$ cat src/bridge_params.svh
// widths and depths of the nasti to nasti-lite write bridge, included by rtl and testbench
`ifndef BRIDGE_PARAMS_SVH
`define BRIDGE_PARAMS_SVH

// transaction id bits
`define ID_WIDTH 2

// byte address on both ports
`define ADDR_WIDTH 16

// full-width beat on the nasti slave port
`define NASTI_DATA_WIDTH 64

// single word on the lite master port
`define LITE_DATA_WIDTH 32

// outstanding bursts, one response slot each
`define MAX_XACT 4

// lite pieces held between nasti w and lite aw/w, two beats
`define BUF_DEPTH 4

`endif

$ cat src/axi_pkg.sv
// protocol types of the nasti write channels, shared by the bridge and its testbench
`default_nettype none
`include "bridge_params.svh"

package axi_pkg;

   typedef enum logic [1:0] {
      resp_okay   = 2'b00,
      resp_exokay = 2'b01,
      resp_slverr = 2'b10,
      resp_decerr = 2'b11
   } resp_t;

   typedef enum logic [1:0] {
      burst_fixed = 2'b00,
      burst_incr  = 2'b01,
      burst_wrap  = 2'b10
   } burst_t;

   localparam int lite_per_beat = `NASTI_DATA_WIDTH / `LITE_DATA_WIDTH;

   // one w beat, seen whole or as lite words, low word first
   typedef union packed {
      logic [`NASTI_DATA_WIDTH-1:0]                      whole;
      logic [lite_per_beat-1:0][`LITE_DATA_WIDTH-1:0]    word;
   } beat_u;

   typedef union packed {
      logic [`NASTI_DATA_WIDTH/8-1:0]                    whole;
      logic [lite_per_beat-1:0][`LITE_DATA_WIDTH/8-1:0]  half;
   } beat_strb_u;

endpackage
`default_nettype wire

$ cat src/bridge_pkg.sv
// bridge-internal types and the response merge rule, used by the slot and merger modules
`default_nettype none
`include "bridge_params.svh"

package bridge_pkg;

   typedef logic [$clog2(`MAX_XACT)-1:0] slot_idx_t;

   // 256 beats of two pieces, so 512 must fit
   typedef logic [9:0] piece_cnt_t;

   // larger code is the more severe one
   function automatic axi_pkg::resp_t merge_resp(axi_pkg::resp_t a, axi_pkg::resp_t b);
      return (b > a) ? b : a;
   endfunction

endpackage
`default_nettype wire

$ cat src/burst_splitter.sv
// takes nasti aw and w beats and issues each beat as two lite writes, used inside the bridge top
`default_nettype none
`include "bridge_params.svh"

module burst_splitter (
   input  wire                             clk,
   input  wire                             rstn,
   input  wire [`ID_WIDTH-1:0]             nasti_aw_id,
   input  wire [`ADDR_WIDTH-1:0]           nasti_aw_addr,
   input  wire [7:0]                       nasti_aw_len,
   input  wire [2:0]                       nasti_aw_size,
   input  wire axi_pkg::burst_t            nasti_aw_burst,
   input  wire [2:0]                       nasti_aw_prot,
   input  wire [3:0]                       nasti_aw_qos,
   input  wire [3:0]                       nasti_aw_region,
   input  wire                             nasti_aw_valid,
   output logic                            nasti_aw_ready,
   input  wire axi_pkg::beat_u             nasti_w_data,
   input  wire axi_pkg::beat_strb_u        nasti_w_strb,
   input  wire                             nasti_w_last,
   input  wire                             nasti_w_valid,
   output logic                            nasti_w_ready,
   output logic [`ID_WIDTH-1:0]            lite_aw_id,
   output logic [`ADDR_WIDTH-1:0]          lite_aw_addr,
   output logic [2:0]                      lite_aw_prot,
   output logic [3:0]                      lite_aw_qos,
   output logic [3:0]                      lite_aw_region,
   output logic                            lite_aw_valid,
   input  wire                             lite_aw_ready,
   output logic [`LITE_DATA_WIDTH-1:0]     lite_w_data,
   output logic [`LITE_DATA_WIDTH/8-1:0]   lite_w_strb,
   output logic                            lite_w_valid,
   input  wire                             lite_w_ready,
   input  wire                             aw_ok,
   output logic                            xact_start,
   output logic [`ID_WIDTH-1:0]            xact_id,
   output logic                            pieces_add,
   output logic                            pieces_last
);
   import axi_pkg::*;

   localparam int ptr_w = $clog2(`BUF_DEPTH);

   logic                                        lock, last_done;
   logic [`ADDR_WIDTH-1:0]                      beat_addr;
   logic [7:0]                                  aw_len, beat_cnt;
   logic [ptr_w-1:0]                            wp, wp_hi, aw_rp, w_rp;
   logic [`BUF_DEPTH-1:0]                       aw_q_valid, w_q_valid;
   logic [`BUF_DEPTH-1:0][`ADDR_WIDTH-1:0]      addr_q;
   logic [`BUF_DEPTH-1:0][`LITE_DATA_WIDTH-1:0] data_q;
   logic [`BUF_DEPTH-1:0][`LITE_DATA_WIDTH/8-1:0] strb_q;
   logic                                        aw_fire, w_fire, la_fire, lw_fire;
   logic                                        pair_free, drained;

   assign wp_hi = wp + ptr_w'(1);   // wp is always even
   assign pair_free = !aw_q_valid[wp] && !aw_q_valid[wp_hi] && !w_q_valid[wp] && !w_q_valid[wp_hi];
   assign drained = !(|aw_q_valid) && !(|w_q_valid);

   assign nasti_aw_ready = !lock && aw_ok;
   assign nasti_w_ready = lock && !last_done && pair_free;
   assign aw_fire = nasti_aw_valid && nasti_aw_ready;
   assign w_fire = nasti_w_valid && nasti_w_ready;
   assign la_fire = lite_aw_valid && lite_aw_ready;
   assign lw_fire = lite_w_valid && lite_w_ready;

   assign xact_start = aw_fire;
   assign xact_id = nasti_aw_id;
   assign pieces_add = w_fire;
   assign pieces_last = nasti_w_last;

   assign lite_aw_addr = addr_q[aw_rp];
   assign lite_aw_valid = aw_q_valid[aw_rp];
   assign lite_w_data = data_q[w_rp];
   assign lite_w_strb = strb_q[w_rp];
   assign lite_w_valid = w_q_valid[w_rp];

   always_ff @(posedge clk or negedge rstn) begin
      if (!rstn) begin
         lock <= 1'b0;
         last_done <= 1'b0;
         beat_cnt <= '0;
         wp <= '0;
         aw_rp <= '0;
         w_rp <= '0;
         aw_q_valid <= '0;
         w_q_valid <= '0;
      end else begin
         if (aw_fire) begin
            lock <= 1'b1;
            beat_cnt <= '0;
         end else if (last_done && drained) begin
            lock <= 1'b0;   // burst fully handed to lite side
            last_done <= 1'b0;
         end
         if (w_fire) begin
            beat_cnt <= beat_cnt + 8'd1;
            last_done <= nasti_w_last;
            wp <= wp + ptr_w'(2);
            aw_q_valid[wp] <= 1'b1;
            aw_q_valid[wp_hi] <= 1'b1;
            w_q_valid[wp] <= 1'b1;
            w_q_valid[wp_hi] <= 1'b1;
         end
         if (la_fire) begin
            aw_rp <= aw_rp + ptr_w'(1);
            aw_q_valid[aw_rp] <= 1'b0;
         end
         if (lw_fire) begin
            w_rp <= w_rp + ptr_w'(1);
            w_q_valid[w_rp] <= 1'b0;
         end
      end
   end

   always_ff @(posedge clk) begin
      if (aw_fire) begin
         lite_aw_id <= nasti_aw_id;
         lite_aw_prot <= nasti_aw_prot;
         lite_aw_qos <= nasti_aw_qos;
         lite_aw_region <= nasti_aw_region;
         aw_len <= nasti_aw_len;
         beat_addr <= nasti_aw_addr;
      end else if (w_fire) begin
         beat_addr <= beat_addr + `ADDR_WIDTH'(`NASTI_DATA_WIDTH/8);
      end
      if (w_fire) begin
         // low word at the beat address, high word 4 bytes up
         addr_q[wp] <= beat_addr;
         addr_q[wp_hi] <= beat_addr + `ADDR_WIDTH'(`LITE_DATA_WIDTH/8);
         data_q[wp] <= nasti_w_data.word[0];
         data_q[wp_hi] <= nasti_w_data.word[1];
         strb_q[wp] <= nasti_w_strb.half[0];
         strb_q[wp_hi] <= nasti_w_strb.half[1];
      end
   end

   // only full-width incr bursts are split correctly
   a_full_incr: assert property (@(posedge clk) disable iff (!rstn)
      aw_fire |-> nasti_aw_size == 3'd3 && nasti_aw_burst == burst_incr);

   // w beats stay inside the burst opened on aw, last where len says
   a_w_in_burst: assert property (@(posedge clk) disable iff (!rstn)
      w_fire |-> nasti_w_last == (beat_cnt == aw_len));

endmodule
`default_nettype wire

$ cat src/nasti_lite_writer_top.sv
// top of the 64-bit nasti to 32-bit nasti-lite write bridge, the unit the testbench instantiates
`default_nettype none
`include "bridge_params.svh"

module nasti_lite_writer_top (
   input  wire                             clk,
   input  wire                             rstn,
   input  wire [`ID_WIDTH-1:0]             nasti_aw_id,
   input  wire [`ADDR_WIDTH-1:0]           nasti_aw_addr,
   input  wire [7:0]                       nasti_aw_len,
   input  wire [2:0]                       nasti_aw_size,
   input  wire axi_pkg::burst_t            nasti_aw_burst,
   input  wire [2:0]                       nasti_aw_prot,
   input  wire [3:0]                       nasti_aw_qos,
   input  wire [3:0]                       nasti_aw_region,
   input  wire                             nasti_aw_valid,
   output logic                            nasti_aw_ready,
   input  wire [`NASTI_DATA_WIDTH-1:0]     nasti_w_data,
   input  wire [`NASTI_DATA_WIDTH/8-1:0]   nasti_w_strb,
   input  wire                             nasti_w_last,
   input  wire                             nasti_w_valid,
   output logic                            nasti_w_ready,
   output logic [`ID_WIDTH-1:0]            nasti_b_id,
   output axi_pkg::resp_t                  nasti_b_resp,
   output logic                            nasti_b_valid,
   input  wire                             nasti_b_ready,
   output logic [`ID_WIDTH-1:0]            lite_aw_id,
   output logic [`ADDR_WIDTH-1:0]          lite_aw_addr,
   output logic [2:0]                      lite_aw_prot,
   output logic [3:0]                      lite_aw_qos,
   output logic [3:0]                      lite_aw_region,
   output logic                            lite_aw_valid,
   input  wire                             lite_aw_ready,
   output logic [`LITE_DATA_WIDTH-1:0]     lite_w_data,
   output logic [`LITE_DATA_WIDTH/8-1:0]   lite_w_strb,
   output logic                            lite_w_valid,
   input  wire                             lite_w_ready,
   input  wire [`ID_WIDTH-1:0]             lite_b_id,
   input  wire axi_pkg::resp_t             lite_b_resp,
   input  wire                             lite_b_valid,
   output logic                            lite_b_ready
);
   import axi_pkg::*;

   logic                                  aw_ok, xact_start, pieces_add, pieces_last;
   logic [`ID_WIDTH-1:0]                  xact_id;
   logic [`MAX_XACT-1:0]                  alloc, b_piece, slot_release, busy, slot_done;
   logic [`MAX_XACT-1:0][`ID_WIDTH-1:0]   slot_id;
   resp_t [`MAX_XACT-1:0]                 slot_resp;
   resp_t                                 b_resp;

   burst_splitter u_splitter (
      .clk, .rstn,
      .nasti_aw_id, .nasti_aw_addr, .nasti_aw_len, .nasti_aw_size, .nasti_aw_burst,
      .nasti_aw_prot, .nasti_aw_qos, .nasti_aw_region, .nasti_aw_valid, .nasti_aw_ready,
      .nasti_w_data, .nasti_w_strb, .nasti_w_last, .nasti_w_valid, .nasti_w_ready,
      .lite_aw_id, .lite_aw_addr, .lite_aw_prot, .lite_aw_qos, .lite_aw_region,
      .lite_aw_valid, .lite_aw_ready,
      .lite_w_data, .lite_w_strb, .lite_w_valid, .lite_w_ready,
      .aw_ok, .xact_start, .xact_id, .pieces_add, .pieces_last
   );

   // lite_aw_id holds the id of the burst whose beats are being taken
   for (genvar i = 0; i < `MAX_XACT; i++) begin : g_slot
      resp_slot u_slot (
         .clk, .rstn,
         .alloc(alloc[i]), .xact_id, .pieces_add, .pieces_id(lite_aw_id), .pieces_last,
         .b_piece(b_piece[i]), .b_resp, .slot_release(slot_release[i]),
         .busy(busy[i]), .slot_id(slot_id[i]), .slot_done(slot_done[i]),
         .slot_resp(slot_resp[i])
      );
   end

   resp_merger u_merger (
      .clk, .rstn,
      .nasti_aw_id, .xact_start,
      .busy, .slot_id, .slot_done, .slot_resp,
      .aw_ok, .alloc, .b_piece, .b_resp, .slot_release,
      .lite_b_id, .lite_b_resp, .lite_b_valid, .lite_b_ready,
      .nasti_b_id, .nasti_b_resp, .nasti_b_valid, .nasti_b_ready
   );

endmodule
`default_nettype wire

$ cat src/resp_merger.sv
// slot allocation, lite b routing and nasti b return for the write bridge, used in the top
`default_nettype none
`include "bridge_params.svh"

module resp_merger (
   input  wire                                  clk,
   input  wire                                  rstn,
   input  wire [`ID_WIDTH-1:0]                  nasti_aw_id,
   input  wire                                  xact_start,
   input  wire [`MAX_XACT-1:0]                  busy,
   input  wire [`MAX_XACT-1:0][`ID_WIDTH-1:0]   slot_id,
   input  wire [`MAX_XACT-1:0]                  slot_done,
   input  wire axi_pkg::resp_t [`MAX_XACT-1:0]  slot_resp,
   output logic                                 aw_ok,
   output logic [`MAX_XACT-1:0]                 alloc,
   output logic [`MAX_XACT-1:0]                 b_piece,
   output axi_pkg::resp_t                       b_resp,
   output logic [`MAX_XACT-1:0]                 slot_release,
   input  wire [`ID_WIDTH-1:0]                  lite_b_id,
   input  wire axi_pkg::resp_t                  lite_b_resp,
   input  wire                                  lite_b_valid,
   output logic                                 lite_b_ready,
   output logic [`ID_WIDTH-1:0]                 nasti_b_id,
   output axi_pkg::resp_t                       nasti_b_resp,
   output logic                                 nasti_b_valid,
   input  wire                                  nasti_b_ready
);
   import bridge_pkg::*;

   logic [`MAX_XACT-1:0] id_clash, id_hit, cand;
   logic                 has_free, has_cand, b_advance;
   slot_idx_t            free_idx, next_idx, cur_idx;

   assign b_advance = !nasti_b_valid || nasti_b_ready;
   assign lite_b_ready = b_advance;   // hold lite b while nasti b stalls
   assign b_resp = lite_b_resp;
   assign aw_ok = has_free && !(|id_clash);

   always_comb begin
      has_free = 1'b0;
      free_idx = '0;
      has_cand = 1'b0;
      next_idx = '0;
      // downward scan so the lowest index wins
      for (int i = `MAX_XACT-1; i >= 0; i--) begin
         id_clash[i] = busy[i] && slot_id[i] == nasti_aw_id;
         id_hit[i] = busy[i] && slot_id[i] == lite_b_id;
         cand[i] = slot_done[i] && !(nasti_b_valid && cur_idx == slot_idx_t'(i));
         if (!busy[i]) begin
            has_free = 1'b1;
            free_idx = slot_idx_t'(i);
         end
         if (cand[i]) begin
            has_cand = 1'b1;
            next_idx = slot_idx_t'(i);
         end
      end
      for (int i = 0; i < `MAX_XACT; i++) begin
         alloc[i] = xact_start && free_idx == slot_idx_t'(i);
         b_piece[i] = lite_b_valid && lite_b_ready && id_hit[i];
         slot_release[i] = nasti_b_valid && nasti_b_ready && cur_idx == slot_idx_t'(i);
      end
   end

   always_ff @(posedge clk or negedge rstn) begin
      if (!rstn)
         nasti_b_valid <= 1'b0;
      else if (b_advance)
         nasti_b_valid <= has_cand;
   end

   always_ff @(posedge clk) begin
      if (b_advance && has_cand) begin
         cur_idx <= next_idx;
         nasti_b_id <= slot_id[next_idx];
         nasti_b_resp <= slot_resp[next_idx];
      end
   end

   // aw id check keeps busy ids unique, so each lite b has one owner
   a_lite_b_owner: assert property (@(posedge clk) disable iff (!rstn)
      lite_b_valid && lite_b_ready |-> $onehot(id_hit));

endmodule
`default_nettype wire

$ cat src/resp_slot.sv
// one outstanding burst: counts lite pieces issued and answered, instantiated per slot in the top
`default_nettype none
`include "bridge_params.svh"

module resp_slot (
   input  wire                    clk,
   input  wire                    rstn,
   input  wire                    alloc,
   input  wire [`ID_WIDTH-1:0]    xact_id,
   input  wire                    pieces_add,
   input  wire [`ID_WIDTH-1:0]    pieces_id,
   input  wire                    pieces_last,
   input  wire                    b_piece,
   input  wire axi_pkg::resp_t    b_resp,
   input  wire                    slot_release,
   output logic                   busy,
   output logic [`ID_WIDTH-1:0]   slot_id,
   output logic                   slot_done,
   output axi_pkg::resp_t         slot_resp
);
   import axi_pkg::*;
   import bridge_pkg::*;

   piece_cnt_t issued, received;
   logic       last_seen;
   logic       own_beat;
   resp_t      resp_q;

   // ids of busy slots are unique, so a match is this burst
   assign own_beat = pieces_add && busy && pieces_id == slot_id;

   // the piece answered this cycle already counts
   assign slot_done = busy && last_seen && (received + piece_cnt_t'(b_piece)) == issued;
   assign slot_resp = b_piece ? merge_resp(resp_q, b_resp) : resp_q;

   always_ff @(posedge clk or negedge rstn) begin
      if (!rstn) begin
         busy <= 1'b0;
         last_seen <= 1'b0;
         issued <= '0;
         received <= '0;
      end else if (alloc) begin
         busy <= 1'b1;
         last_seen <= 1'b0;
         issued <= '0;
         received <= '0;
      end else if (slot_release) begin
         busy <= 1'b0;
      end else begin
         if (own_beat) begin
            issued <= issued + piece_cnt_t'(lite_per_beat);
            last_seen <= pieces_last;
         end
         if (b_piece)
            received <= received + piece_cnt_t'(1);
      end
   end

   always_ff @(posedge clk) begin
      if (alloc) begin
         slot_id <= xact_id;
         resp_q <= resp_okay;
      end else if (b_piece) begin
         resp_q <= merge_resp(resp_q, b_resp);   // keep worst so far
      end
   end

   // lite b routed by the merger never outruns what the splitter issued
   a_recv_bound: assert property (@(posedge clk) disable iff (!rstn)
      busy |-> received <= issued);

endmodule
`default_nettype wire

$ cat config.mk
export PLATFORM = sky130hd
export DESIGN_NAME = nasti_lite_writer_top
export DESIGN_NICKNAME = d
export VERILOG_FILES = /design/src/axi_pkg.sv /design/src/bridge_pkg.sv /design/src/burst_splitter.sv /design/src/nasti_lite_writer_top.sv /design/src/resp_merger.sv /design/src/resp_slot.sv
export VERILOG_INCLUDE_DIRS = /design/src
export SDC_FILE = /design/constraint.sdc
export NUM_CORES = 1
export LEC_CHECK = 0
export ABC_AREA = 1
export BUFFER_PORTS_ARGS = -buffer_cell sky130_fd_sc_hd__buf_2
export CAP_MARGIN = 40
export CORE_UTILIZATION = 35
export DETAILED_ROUTE_END_ITERATION = 8
export PLACE_DENSITY = 0.54
export SETUP_SLACK_MARGIN = 0.02
export SYNTH_ARGS = -nofsm -noshare
export SYNTH_HDL_FRONTEND = slang
export SYNTH_HIERARCHICAL = 1
export SYNTH_SLANG_ARGS = --single-unit
$ cat constraint.sdc
create_clock -name clk -period 6.73 [get_ports clk]
set_clock_uncertainty 0.05 [all_clocks]
set_input_delay 0.3365 -clock clk [delete_from_list [all_inputs] [get_ports clk]]
set_output_delay 0.3365 -clock clk [all_outputs]
set_load 0.01 [all_outputs]
==> results.yml <==
outcome:
  status: "finished, final reports clean"
logic_synthesis:
  synthCells: 2149
  synthFlopType: "edfxtp_1"
  ys_seq_area_share_pct: 54.5
  synth_edf_count: 251
  ys_seq_elements: 359
  netlist-cell-type-count: 50
  async_reset_ff_share_pct: 27.9
  synth_area_per_cell_um2: 8.71
  synth_fp_nets: 2314
  ys.warnings.count: 6
  syn_area_um2: 18700
cts:
  insertion_delay_ns: 0.57
  cts_root_buffer: "clkbuf_16"
  clk_pin_slew_ns: 0.06
  cts_resized: 0
  cts_buffer_depth: 3
  cts.sinks: 359
  cts_tree: "built"
  cts_buffers: 43
  cts.htree.levels: 2
setup_path:
  path_class: "reg2reg"
  crit_path_end: "g_slot[1].u_slot/received[7]$_DFFE_PN0P_"
  reg2reg_depth: 19
  reg2reg_from: "g_slot[3].u_slot/slot_id[0]$_DFFE_PP_"
  critPathRequiredTime_ns: 7.17
  worstSetupEndpointType: "flop"
  critPathArrivalTime_ns: 4.45
  crit_start: "g_slot[3].u_slot/slot_id[0]$_DFFE_PP_"
  cp_cell_sequence: "inv_1 > a21oi_1 > o2111ai_1 > nand3_1 > nor2_1 > inv_1 > nor2_1 > nand2_1 > buf_4 > inv_1 > buf_4 > nand2_1 > nor2_1 > inv_2 > o21ai_2 > nand3b_2 > nor2_2 > o21ai_0 > a21oi_1"
  r2r-end: "g_slot[1].u_slot/received[7]$_DFFE_PN0P_"
  rrSetupSlack_ns: 2.72
  critical_path.max_fanout: 31
  slowest_delay_ns: 0.53
  cp-start-kind: "flop"
  critPathSlowestCell: "nor2_1"
grt:
  grt_max_degree: 79
  grt.total_usage_pct: 17.1
  grt_overflow_total: 0
  grt_pass1_wl_mm: 74.5
  antenna_found_initial: 3
  grt_pass1_vias: 14600
place:
  io_buffers: 188
  dp_hpwl_mm: 30.3
  placed_cells: 2969
  placed_area_um2: 20400
  gp_congestion: 0.853
sta:
  setup_viol: 0
  period_minus_slack_ns: 4.01
  hold_viol_final: 0
  grt_setup_unrepaired: "no"
  fmax_mhz: 249
  min_period_over_period_pct: 59.6
  drv_slew: 0
  setup_tns_ns: 0
  slew_headroom_pct: 44.8
  worstMarginPinSlew_ns: 0.825
cells_and_area:
  final_cell_mix: "461 x nand2_1, 309 x inv_1, 282 x nor2_1, 251 x edfxtp_1, 188 x buf_2"
  nets: 2587
  final_area_um2: 22700
  fill_cells: 5139
  instances_no_fill: 3145
  final_core_util_pct: 43.0
  multi_input_area_um2: 6930
  ff_latch_area_um2: 10200
  final_common_cell: "nand2_1"
  drive_above_1_share_pct: 14.4
  areaGrowthSynthToFinish_pct: 21.0
detailed_routing:
  num_vias: 15000
  drt-initial-drc-count: 864
  via_per_inst: 4.77
  dr.pass1.iters: 5
  post-route-drc-count: 0
  totalWireLength_mm: 46.2
  ant_nets: 0
  wl_per_cell_um: 14.7
hold_path:
  min_path_type: "in2reg"
floorplan:
  initial_core_util_pct: 35.6
  rows: 84
  die_y_um: 233
  io_pins: 202
  core-area_um2: 52700
  die_width_um: 233
  dieArea_um2: 54400
pwr:
  p_leak_nw: 10.3
  seqPwrFrac_pct: 39.4
  pwr-share-comb_pct: 32.7
  switching_share_pct: 37.2
  clkPwrFrac_pct: 27.8
  p_int_mw: 5.01
  switching_power_mw: 2.96
  power.total_mw: 7.97
  ir_drop_v: 0.000191
  pwr_density_cell_nw_per_um2: 352
job:
  drv_cap: 0
## how the worst min path moves through the flow
stage               cells after the start         startpoint  slack [ns]                                        to
CTS                                     3  nasti_aw_addr[15]      0.0004        u_splitter/beat_addr[15]$_DFFE_PP_
global placement                        1               rstn        0.36  g_slot[3].u_slot/received[6]$_DFFE_PN0P_
detailed placement                      1               rstn        0.37  g_slot[3].u_slot/received[6]$_DFFE_PN0P_
floorplan                               0               rstn      -0.009         g_slot[0].u_slot/busy$_DFFE_PN0P_
global route                            4      nasti_b_ready        0.03        u_merger/nasti_b_valid$_DFFE_PN0N_
finish                                  3  nasti_aw_addr[15]        0.03        u_splitter/beat_addr[15]$_DFFE_PP_
## sequential cells by signal, indices dropped and copies added (netlist names), 3 cells and up
name / count
u_splitter/w_q_valid: 4
u_splitter/beat_addr: 16
g_slot.u_slot/slot_id: 8
u_splitter/lite_aw_qos: 4
g_slot.u_slot/issued: 36
g_slot.u_slot/received: 40
u_splitter/strb_q: 16
u_splitter/lite_aw_region: 4
u_splitter/addr_q: 64
u_splitter/data_q: 128
u_splitter/aw_q_valid: 4
g_slot.u_slot/last_seen: 4
g_slot.u_slot/busy: 4
u_splitter/lite_aw_prot: 3
g_slot.u_slot/resp_q: 8
## layer usage
layer | global-route usage (%) | part of all wire (%)
met1 | 22.5 | 46
met2 | 29.0 | 47
met3 | 3.13 | 5.6
met4 | 3.90 | 1.5
met5 | 0 | 0.024
## cells by family (layout without fill, tap and decap cells)
group	Yosys count	count (layout)	share of synthesized area, %
and+or+nand+nor	1007	1007	23.5
buffers and inverters	400	707	8.52
DFF	359	359	54.5
AOI/OAI and AO/OA	302	302	8.92
xor gates and xnor gates	40	40	1.87
adders and majority gates	38	38	2.54
muxes	3	3	0.160
other	0	1	0
## worst max-delay path, delay by kind of cell (launching register included)
| family | cells | cell delay (ns) |
|---|---|---|
| AND/OR/NAND/NOR | 8 | 1.58 |
| buffers and inverters | 6 | 1.23 |
| flip-flops | 1 | 0.42 |
| AO/OA/AOI/OAI | 5 | 0.65 |
## synth_stat cells (4+ instances only)
cell,instances,area (um2)
o21bai_1,4,30.0
buf_4,11,82.6
buf_2,32,160
nor3_1,23,115
a21oi_1,52,260
nor2_2,14,87.6
o21ai_2,4,35.0
clkbuf_1,27,101
nor3_2,7,70.1
ha_1,38,475
nand4_1,28,175
nand2_1,461,1730
xnor2_1,9,78.8
o21ai_0,156,781
and2_1,5,31.3
dfxtp_1,8,160
dfrtp_1,100,2500
nand3b_1,7,52.6
o21ai_1,9,45.0
nand3_2,6,60.1
edfxtp_1,251,7540
inv_2,14,52.6
nor2_4,8,90.1
o22ai_1,54,338
nand2_4,5,56.3
xor2_1,31,272
inv_1,312,1170
a31oi_1,7,43.8
nand2_2,16,100
nand3_1,138,691
nor2_1,282,1060
## power groups by stage
stage          clock [mW]  sequential (mW)  combinational [mW]
2_1_floorplan           0             3.06                1.82
3_3_place_gp            0             3.18                2.51
3_5_place_dp            0             3.19                2.58
4_1_cts              2.30             3.15                2.65
5_1_grt              2.39             3.20                2.97
6_report             2.22             3.14                2.61
## metrics by stage
stage | setup slack [ns] | hold slack [ns]
2_1_floorplan | 3.31 | -0.00909
3_3_place_gp | 2.32 | 0.364
3_5_place_dp | 2.56 | 0.366
4_1_cts | 2.65 | 0.000375
5_1_grt | 2.23 | 0.0275
6_report | 2.72 | 0.0326
## final cells by class
type                    count  area share (%)
diodes                      1          0.0110
clock inverters            18           0.751
repair buffers            300            9.19
multi-input cells        1390            30.6
flip-flops and latches    359            45.1
well taps                 688            3.80
clock buffers              61            5.14
inverters                 328            5.47
## repair_timing
item                                    4_1_cts  5_1_grt
hold buffers                                 96        0
hold endpoints to repair                    202        0
endpoints found under the setup margin        0        0
buffers inserted                              0        0
Power figures use the tool's default switching activity.
